[src/logic/eeprom_pkg.sv]
`default_nettype none

package eeprom_pkg;

    // 2K byte array, upper three address bits go out as block bits
    localparam int mem_addr_w = 11;
    localparam int data_w     = 8;

    localparam logic [3:0] device_code = 4'b1010;  // upper nibble of control byte

    // operations understood by the bit engine
    typedef enum logic [1:0] {
        op_start = 2'b00,  // repeated start when bus not idle
        op_stop  = 2'b01,
        op_write = 2'b10,  // eight bits out then slave ack
        op_read  = 2'b11   // eight bits in then master ack
    } bus_op_e;

endpackage

`default_nettype wire

[src/logic/serial_bit_engine.sv]
`default_nettype none

module serial_bit_engine import eeprom_pkg::*; #(
    parameter int CLK_DIV = 4
) (
    input  wire                CLK,
    input  wire                RESET,
    input  wire                op_valid,
    input  var  bus_op_e       op_code,
    input  wire [data_w-1:0]   op_byte,
    input  wire                op_ack_bit,
    output logic               op_done,
    output logic [data_w-1:0]  rx_byte,
    output logic               rx_ack,
    output logic               scl,
    output logic               sda_oe,
    input  wire                sda_in
);

    localparam int ph_w = (CLK_DIV > 2) ? $clog2(CLK_DIV) : 1;
    localparam logic [ph_w-1:0] ph_mid  = ph_w'(CLK_DIV / 2);
    localparam logic [ph_w-1:0] ph_last = ph_w'(CLK_DIV - 1);

    if (CLK_DIV < 2)
    begin : g_bad_div
        $error("serial_bit_engine needs CLK_DIV of at least 2");
    end

    logic              active;
    bus_op_e           cur_op;
    logic [ph_w-1:0]   phase;     // CLK count inside one SCL half period
    logic [4:0]        half;      // half period index within the operation
    logic [data_w-1:0] shreg;
    logic              ack_bit;

    logic       high_half;
    logic [3:0] bit_idx;
    logic       edge_op;
    logic [4:0] last_half;

    assign high_half = half[0];   // even halves low, odd halves high
    assign bit_idx   = half[4:1];
    assign edge_op   = (cur_op == op_start) || (cur_op == op_stop);
    assign last_half = edge_op ? 5'd1 : 5'd17;
    assign rx_byte   = shreg;

    always_ff @(posedge CLK)
    begin
        if (RESET)
        begin
            active  <= 1'b0;
            cur_op  <= op_start;
            phase   <= '0;
            half    <= '0;
            scl     <= 1'b1;
            sda_oe  <= 1'b0;
            op_done <= 1'b0;
            rx_ack  <= 1'b0;
        end
        else
        begin
            op_done <= 1'b0;

            if (!active)
            begin
                if (op_valid)
                begin
                    active  <= 1'b1;
                    cur_op  <= op_code;
                    shreg   <= op_byte;
                    ack_bit <= op_ack_bit;
                    phase   <= '0;
                    half    <= '0;
                    rx_ack  <= 1'b0;
                end
            end
            else
            begin
                if (phase == '0)
                    scl <= high_half;

                // sda moves mid half period, away from the scl edges
                if (phase == ph_mid)
                begin
                    if (edge_op)
                    begin
                        // start pulls sda while scl high, stop releases it
                        if (high_half)
                            sda_oe <= (cur_op == op_start);
                        else
                            sda_oe <= (cur_op == op_stop);
                    end
                    else if (!high_half)
                    begin
                        if (bit_idx == 4'd8)
                            sda_oe <= (cur_op == op_read) ? !ack_bit : 1'b0;
                        else if (cur_op == op_write)
                        begin
                            sda_oe <= !shreg[data_w-1];   // msb first
                            shreg  <= {shreg[data_w-2:0], 1'b0};
                        end
                        else
                            sda_oe <= 1'b0;               // slave drives data
                    end
                end

                // sample late in the high half
                if (phase == ph_last && high_half && !edge_op)
                begin
                    if (bit_idx == 4'd8)
                    begin
                        if (cur_op == op_write)
                            rx_ack <= sda_in;   // high means refused
                    end
                    else if (cur_op == op_read)
                        shreg <= {shreg[data_w-2:0], sda_in};
                end

                if (phase == ph_last)
                begin
                    phase <= '0;
                    if (half == last_half)
                    begin
                        active  <= 1'b0;
                        op_done <= 1'b1;
                    end
                    else
                        half <= half + 5'd1;
                end
                else
                    phase <= phase + 1'b1;
            end
        end
    end

    // data only moves under scl low, start and stop are the exceptions
    a_sda_stable_high: assert property (
        @(posedge CLK) disable iff (RESET)
        (scl && $past(scl) && $changed(sda_oe))
            |-> ($past(active) && ($past(cur_op) inside {op_start, op_stop}))
    ) else $error("sda changed while scl high outside start or stop");

endmodule

`default_nettype wire

[src/logic/eeprom_access_ctrl.sv]
`default_nettype none

module eeprom_access_ctrl import eeprom_pkg::*; (
    input  wire                   CLK,
    input  wire                   RESET,
    input  wire                   wr,
    input  wire                   rd,
    input  wire [mem_addr_w-1:0]  addr,
    input  wire [data_w-1:0]      wr_data,
    output logic [data_w-1:0]     rd_data,
    output logic                  busy,
    output logic                  done,
    output logic                  nack,
    output logic                  op_valid,
    output bus_op_e               op_code,
    output logic [data_w-1:0]     op_byte,
    output logic                  op_ack_bit,
    input  wire                   op_done,
    input  wire [data_w-1:0]      rx_byte,
    input  wire                   rx_ack
);

    typedef enum logic [3:0] {
        st_idle,
        st_start,
        st_ctrl_wr,
        st_addr,
        st_data_wr,
        st_restart,
        st_ctrl_rd,
        st_data_rd,
        st_stop,
        st_finish
    } ctrl_state_e;

    ctrl_state_e           state;
    logic [mem_addr_w-1:0] addr_q;
    logic [data_w-1:0]     data_q;
    logic                  is_read;
    logic                  op_pending;   // engine busy with our last op

    logic [data_w-1:0] ctrl_wr_byte;
    logic [data_w-1:0] ctrl_rd_byte;

    // device code, block bits, direction
    assign ctrl_wr_byte = {device_code, addr_q[mem_addr_w-1:data_w], 1'b0};
    assign ctrl_rd_byte = {device_code, addr_q[mem_addr_w-1:data_w], 1'b1};

    always_ff @(posedge CLK)
    begin
        if (RESET)
        begin
            state      <= st_idle;
            busy       <= 1'b0;
            done       <= 1'b0;
            nack       <= 1'b0;
            op_valid   <= 1'b0;
            op_pending <= 1'b0;
        end
        else
        begin
            done     <= 1'b0;
            op_valid <= 1'b0;

            if (op_valid)
                op_pending <= 1'b1;
            else if (op_done)
                op_pending <= 1'b0;

            case (state)
                st_idle:
                    if (wr || rd)
                    begin
                        addr_q   <= addr;
                        data_q   <= wr_data;
                        is_read  <= !wr;          // write wins
                        busy     <= 1'b1;
                        nack     <= 1'b0;
                        op_valid <= 1'b1;
                        op_code  <= op_start;
                        state    <= st_start;
                    end
                st_start:
                    if (op_done)
                    begin
                        op_valid <= 1'b1;
                        op_code  <= op_write;
                        op_byte  <= ctrl_wr_byte;
                        state    <= st_ctrl_wr;
                    end
                st_ctrl_wr:
                    if (op_done)
                    begin
                        op_valid <= 1'b1;
                        if (rx_ack)
                        begin
                            nack    <= 1'b1;      // no device answered
                            op_code <= op_stop;
                            state   <= st_stop;
                        end
                        else
                        begin
                            op_code <= op_write;
                            op_byte <= addr_q[data_w-1:0];
                            state   <= st_addr;
                        end
                    end
                st_addr:
                    if (op_done)
                    begin
                        op_valid <= 1'b1;
                        if (rx_ack)
                        begin
                            nack    <= 1'b1;
                            op_code <= op_stop;
                            state   <= st_stop;
                        end
                        else if (is_read)
                        begin
                            op_code <= op_start;  // random read turns the bus around
                            state   <= st_restart;
                        end
                        else
                        begin
                            op_code <= op_write;
                            op_byte <= data_q;
                            state   <= st_data_wr;
                        end
                    end
                st_data_wr:
                    if (op_done)
                    begin
                        nack     <= rx_ack;
                        op_valid <= 1'b1;
                        op_code  <= op_stop;
                        state    <= st_stop;
                    end
                st_restart:
                    if (op_done)
                    begin
                        op_valid <= 1'b1;
                        op_code  <= op_write;
                        op_byte  <= ctrl_rd_byte;
                        state    <= st_ctrl_rd;
                    end
                st_ctrl_rd:
                    if (op_done)
                    begin
                        op_valid <= 1'b1;
                        if (rx_ack)
                        begin
                            nack    <= 1'b1;
                            op_code <= op_stop;
                            state   <= st_stop;
                        end
                        else
                        begin
                            op_code    <= op_read;
                            op_ack_bit <= 1'b1;   // single byte, master nacks
                            state      <= st_data_rd;
                        end
                    end
                st_data_rd:
                    if (op_done)
                    begin
                        rd_data  <= rx_byte;
                        op_valid <= 1'b1;
                        op_code  <= op_stop;
                        state    <= st_stop;
                    end
                st_stop:
                    if (op_done)
                        state <= st_finish;
                st_finish:
                begin
                    done  <= 1'b1;
                    busy  <= 1'b0;
                    state <= st_idle;
                end
                default:
                    state <= st_idle;
            endcase
        end
    end

    // one engine operation in flight at a time
    a_one_op: assert property (
        @(posedge CLK) disable iff (RESET)
        op_valid |-> !op_pending
    ) else $error("op_valid raised before op_done of previous operation");

endmodule

`default_nettype wire

[src/logic/eeprom_master_top.sv]
`default_nettype none

module eeprom_master_top import eeprom_pkg::*; #(
    parameter int CLK_DIV = 4     // CLK cycles per SCL half period
) (
    input  wire                   CLK,
    input  wire                   RESET,
    input  wire                   wr,
    input  wire                   rd,
    input  wire [mem_addr_w-1:0]  addr,
    input  wire [data_w-1:0]      wr_data,
    output logic [data_w-1:0]     rd_data,
    output logic                  busy,
    output logic                  done,
    output logic                  nack,
    output logic                  scl,
    output logic                  sda_oe,
    input  wire                   sda_in
);

    logic              op_valid;
    bus_op_e           op_code;
    logic [data_w-1:0] op_byte;
    logic              op_ack_bit;
    logic              op_done;
    logic [data_w-1:0] rx_byte;
    logic              rx_ack;

    eeprom_access_ctrl u_ctrl (
        .CLK        (CLK),
        .RESET      (RESET),
        .wr         (wr),
        .rd         (rd),
        .addr       (addr),
        .wr_data    (wr_data),
        .rd_data    (rd_data),
        .busy       (busy),
        .done       (done),
        .nack       (nack),
        .op_valid   (op_valid),
        .op_code    (op_code),
        .op_byte    (op_byte),
        .op_ack_bit (op_ack_bit),
        .op_done    (op_done),
        .rx_byte    (rx_byte),
        .rx_ack     (rx_ack)
    );

    serial_bit_engine #(
        .CLK_DIV (CLK_DIV)
    ) u_engine (
        .CLK        (CLK),
        .RESET      (RESET),
        .op_valid   (op_valid),
        .op_code    (op_code),
        .op_byte    (op_byte),
        .op_ack_bit (op_ack_bit),
        .op_done    (op_done),
        .rx_byte    (rx_byte),
        .rx_ack     (rx_ack),
        .scl        (scl),
        .sda_oe     (sda_oe),
        .sda_in     (sda_in)
    );

endmodule

`default_nettype wire

[config.mk]
export PLATFORM = sky130hd
export DESIGN_NAME = eeprom_master_top
export DESIGN_NICKNAME = d
export VERILOG_FILES = /design/src/logic/eeprom_pkg.sv /design/src/logic/serial_bit_engine.sv /design/src/logic/eeprom_access_ctrl.sv /design/src/logic/eeprom_master_top.sv
export SDC_FILE = /design/constraint.sdc
export NUM_CORES = 1
export LEC_CHECK = 0
export BUFFER_PORTS_ARGS = -buffer_cell sky130_fd_sc_hd__buf_2
export CAP_MARGIN = 20
export CORE_ASPECT_RATIO = 1.25
export CORE_UTILIZATION = 45
export DETAILED_ROUTE_END_ITERATION = 12
export MAX_ROUTING_LAYER = met4
export PLACE_DENSITY = 0.64
export SETUP_SLACK_MARGIN = 0.1
export SLEW_MARGIN = 20
export SYNTH_ARGS = -nofsm -noshare
export SYNTH_HDL_FRONTEND = slang
export SYNTH_HIERARCHICAL = 1
export SYNTH_SLANG_ARGS = --single-unit
export TNS_END_PERCENT = 1
[constraint.sdc]
create_clock -name CLK -period 5.64 [get_ports CLK]
set_input_delay 0.846 -clock CLK [delete_from_list [all_inputs] [get_ports CLK]]
set_output_delay 0.846 -clock CLK [all_outputs]
set_load 0.02 [all_outputs]
==> out/qor.txt <==
status: finished, final reports clean
P per Cell Area: 373.8 nW/µm²
Sw Ratio: 0.2910
Ant. Diodes: 0
FFs w/ async S/R, synth: 0
Total GRT Usage: 0.1527
Die Ht: 94.56 µm
CP endpoint kind: flop
Post-Synth XOR/XNOR Area: 0.01420
Post-CTS Setup Repair Bufs: 0
Hold-fix buffers, CTS: 0
Worst Path Max Fanout: 19
Final period util: 0.4341
nets: 324
total negative slack: 0 ns
Slew @ Worst Pin: 1.106 ns
row count: 33
initial antenna violation count: 0
Worst Hold Class: flop to flop
share of power burned in registers: 0.521
drt pass-1 iters: 4
Synth Instances: 262
compound-cell area share of the yosys netlist: 0.09696
setup violators final: 0
peak supply drop: 0.2355 mV
clk slew on worst S/H paths: 0.07 ns
Worst Skew: 0.006611 ns
Synth cell types: 50
LEAKAGE: 1.258 nW
Clock power frac: 0.306
Setup CP Type: flop to flop
CTS root buffer: clkbuf_8
Synth Warn #: 6
DRC errors left: 0
layout cells sized above 1: 0.2067
max_cap viols: 0
RSZ-0062 raised after global routing: no
maximum clock frequency: 408.4 MHz
number of synthesized flops with an enable pin: 47
Internal Pwr Total: 0.0009228 W
PortBufs: 36
number of global-route vias before repair: 1807
CTS Buffer Depth: 2
endpoints failing hold: 0
Yosys top cell by area: edfxtp_1
Post-synth top flop: edfxtp_1
Synth Cell Area: 3084 µm²
Rel. slew slack: 0.2569
Synth area leaders: edfxtp_1, dfxtp_1, mux2i_1
most common cell in the netlist: edfxtp_1
# H-tree levels: 3
synth cell count leaders: edfxtp_1, nor2_1, dfxtp_1, mux2i_1, nand2_1
Num CTS Buffers: 9
hpwl dp: 3.337 mm
worst hold-check slack: 0.4823 ns
area delta synth->final: 12.90%
Routed WL per cell: 12.52 µm
Startpoint Class: flop
minimum clock period: 2.448 ns
Synth Net Count: 291
Initial Util: 0.4669
mux cell area share after synthesis: 0.06613
CTS tree: built
register bit total from synthesis: 69
clock sink count: 69
register area share after synthesis: 0.6004
Final GP Congestion: 0.7868
post-synth top area share: 0.4576
Ports: 37
area share of and/or/nand/nor cells after synthesis: 0.1554
Routed Antenna Nets: 0
post_cts resized: 0
Final Max Tran Viols: 0
largest family of logic cells by synthesized area: simple AND/OR/NAND/NOR gates
Avg Cell Area, Syn: 11.77 µm²
worst skew pair latency: 0.35 ns
post-synthesis adder-cell area fraction: 0.02028
Die X: 76.05 µm
worst path required time: 5.61 ns
via density per instance: 5.119
routed vias: 1981
pin count of the biggest net entering global routing: 29
first-pass GRT wire length: 8.066 mm
initial DRC count: 125
DRT Wirelength: 4.844 mm
Die ar.: 7191 µm²
crit path DAT: 2.42 ns
Core ar.: 6606 µm²
logic gate share of total power: 0.173
gr ovfl total: 0
Sw Pwr: 0.0003788 W
## path summary, 6_finish.rpt
path	slack (ns)	end	startpoint	depth (start not counted)
hold / removal	0.48	u_ctrl/rd_data[4]	u_engine/rx_byte[4]	0
hold reg to reg	0.48	u_ctrl/rd_data[4]	u_engine/rx_byte[4]	0
setup reg to reg	3.19	u_ctrl/rd_data[2]	u_ctrl/state[0]	2
setup / recovery	3.19	u_ctrl/rd_data[2]	u_ctrl/state[0]	2
## cell families after synthesis
| kind of cell | after synthesis |
|---|---|
| fa+ha+maj | 5 |
| mux | 20 |
| buf+inv | 25 |
| simple gates | 92 |
| xor+xnor | 5 |
| other cells | 1 |
| compound gates | 45 |
| flops | 69 |
## stage by stage
stage / setup slack, ns / instance area (µm²) / utilization / std cells / total power, W
4_1_cts: 3.191 / 3482 / 0.5271 / 387 / 0.001313
2_1_floorplan: 2.280 / 3084 / - / 262 / 0.0008715
3_3_place_gp: 2.912 / 3284 / 0.4972 / 371 / 0.0009130
6_report: 3.192 / 3482 / 0.5271 / 387 / 0.001302
3_5_place_dp: 2.855 / 3284 / 0.4972 / 371 / 0.0009150
5_1_grt: 3.069 / 3482 / 0.5271 / 387 / 0.001364
## registers in the layout, summed over array words and instances (netlist names), 2 cells and up
signal	cells
u_ctrl/data_q	8
u_engine/cur_op	2
u_engine/phase	2
u_engine/half	5
u_ctrl/op_code	2
u_ctrl/rd_data	8
u_ctrl/op_byte	8
u_ctrl/state	4
u_ctrl/addr_q	11
u_engine/rx_byte	8
## power groups by stage
stage          Sequential [W]  Clock [W]  Combinational (W)
5_1_grt              0.000688   0.000424           0.000252
4_1_cts              0.000678   0.000407           0.000227
2_1_floorplan        0.000652          0           0.000219
6_report             0.000678   0.000398           0.000226
3_5_place_dp         0.000690          0           0.000225
3_3_place_gp         0.000688          0           0.000225
## layout by cell type (no fill, tap or decap), drive strengths merged, types with 6 or more instances in the layout
cell | netlist | layout
edfxtp | 47 | 47
buf | 10 | 37
nor2 | 34 | 34
dfxtp | 22 | 22
nand2 | 17 | 17
mux2i | 17 | 17
a21oi | 16 | 16
inv | 10 | 12
nor3 | 12 | 12
clkbuf | 5 | 9
o21ai | 6 | 6
## per-layer routing
layer	track usage	share of wire	vias up
met5	-	0	-
met3	0.03285	0.031	9
met4	0.1010	0.026	0
met1	0.1640	0.44	910
li1	-	-	1022
met2	0.2576	0.50	40
## critical path: stages (launching register included)
cell,delay (ns)
dfxtp_1,0.81
inv_1,0.30
nor3_1,0.96
## layout make-up
type                            count  area [µm²]
Clock buffer                        9       123.9
Clock inverter                      7       73.82
Fill cell                         580        3124
Inverter                           10       37.54
Multi-Input combinational cell    168        1099
Sequential cell                    69        1852
Tap cell                           87       108.9
Timing Repair Buffer               37       187.7
Power figures use the tool's default switching activity.
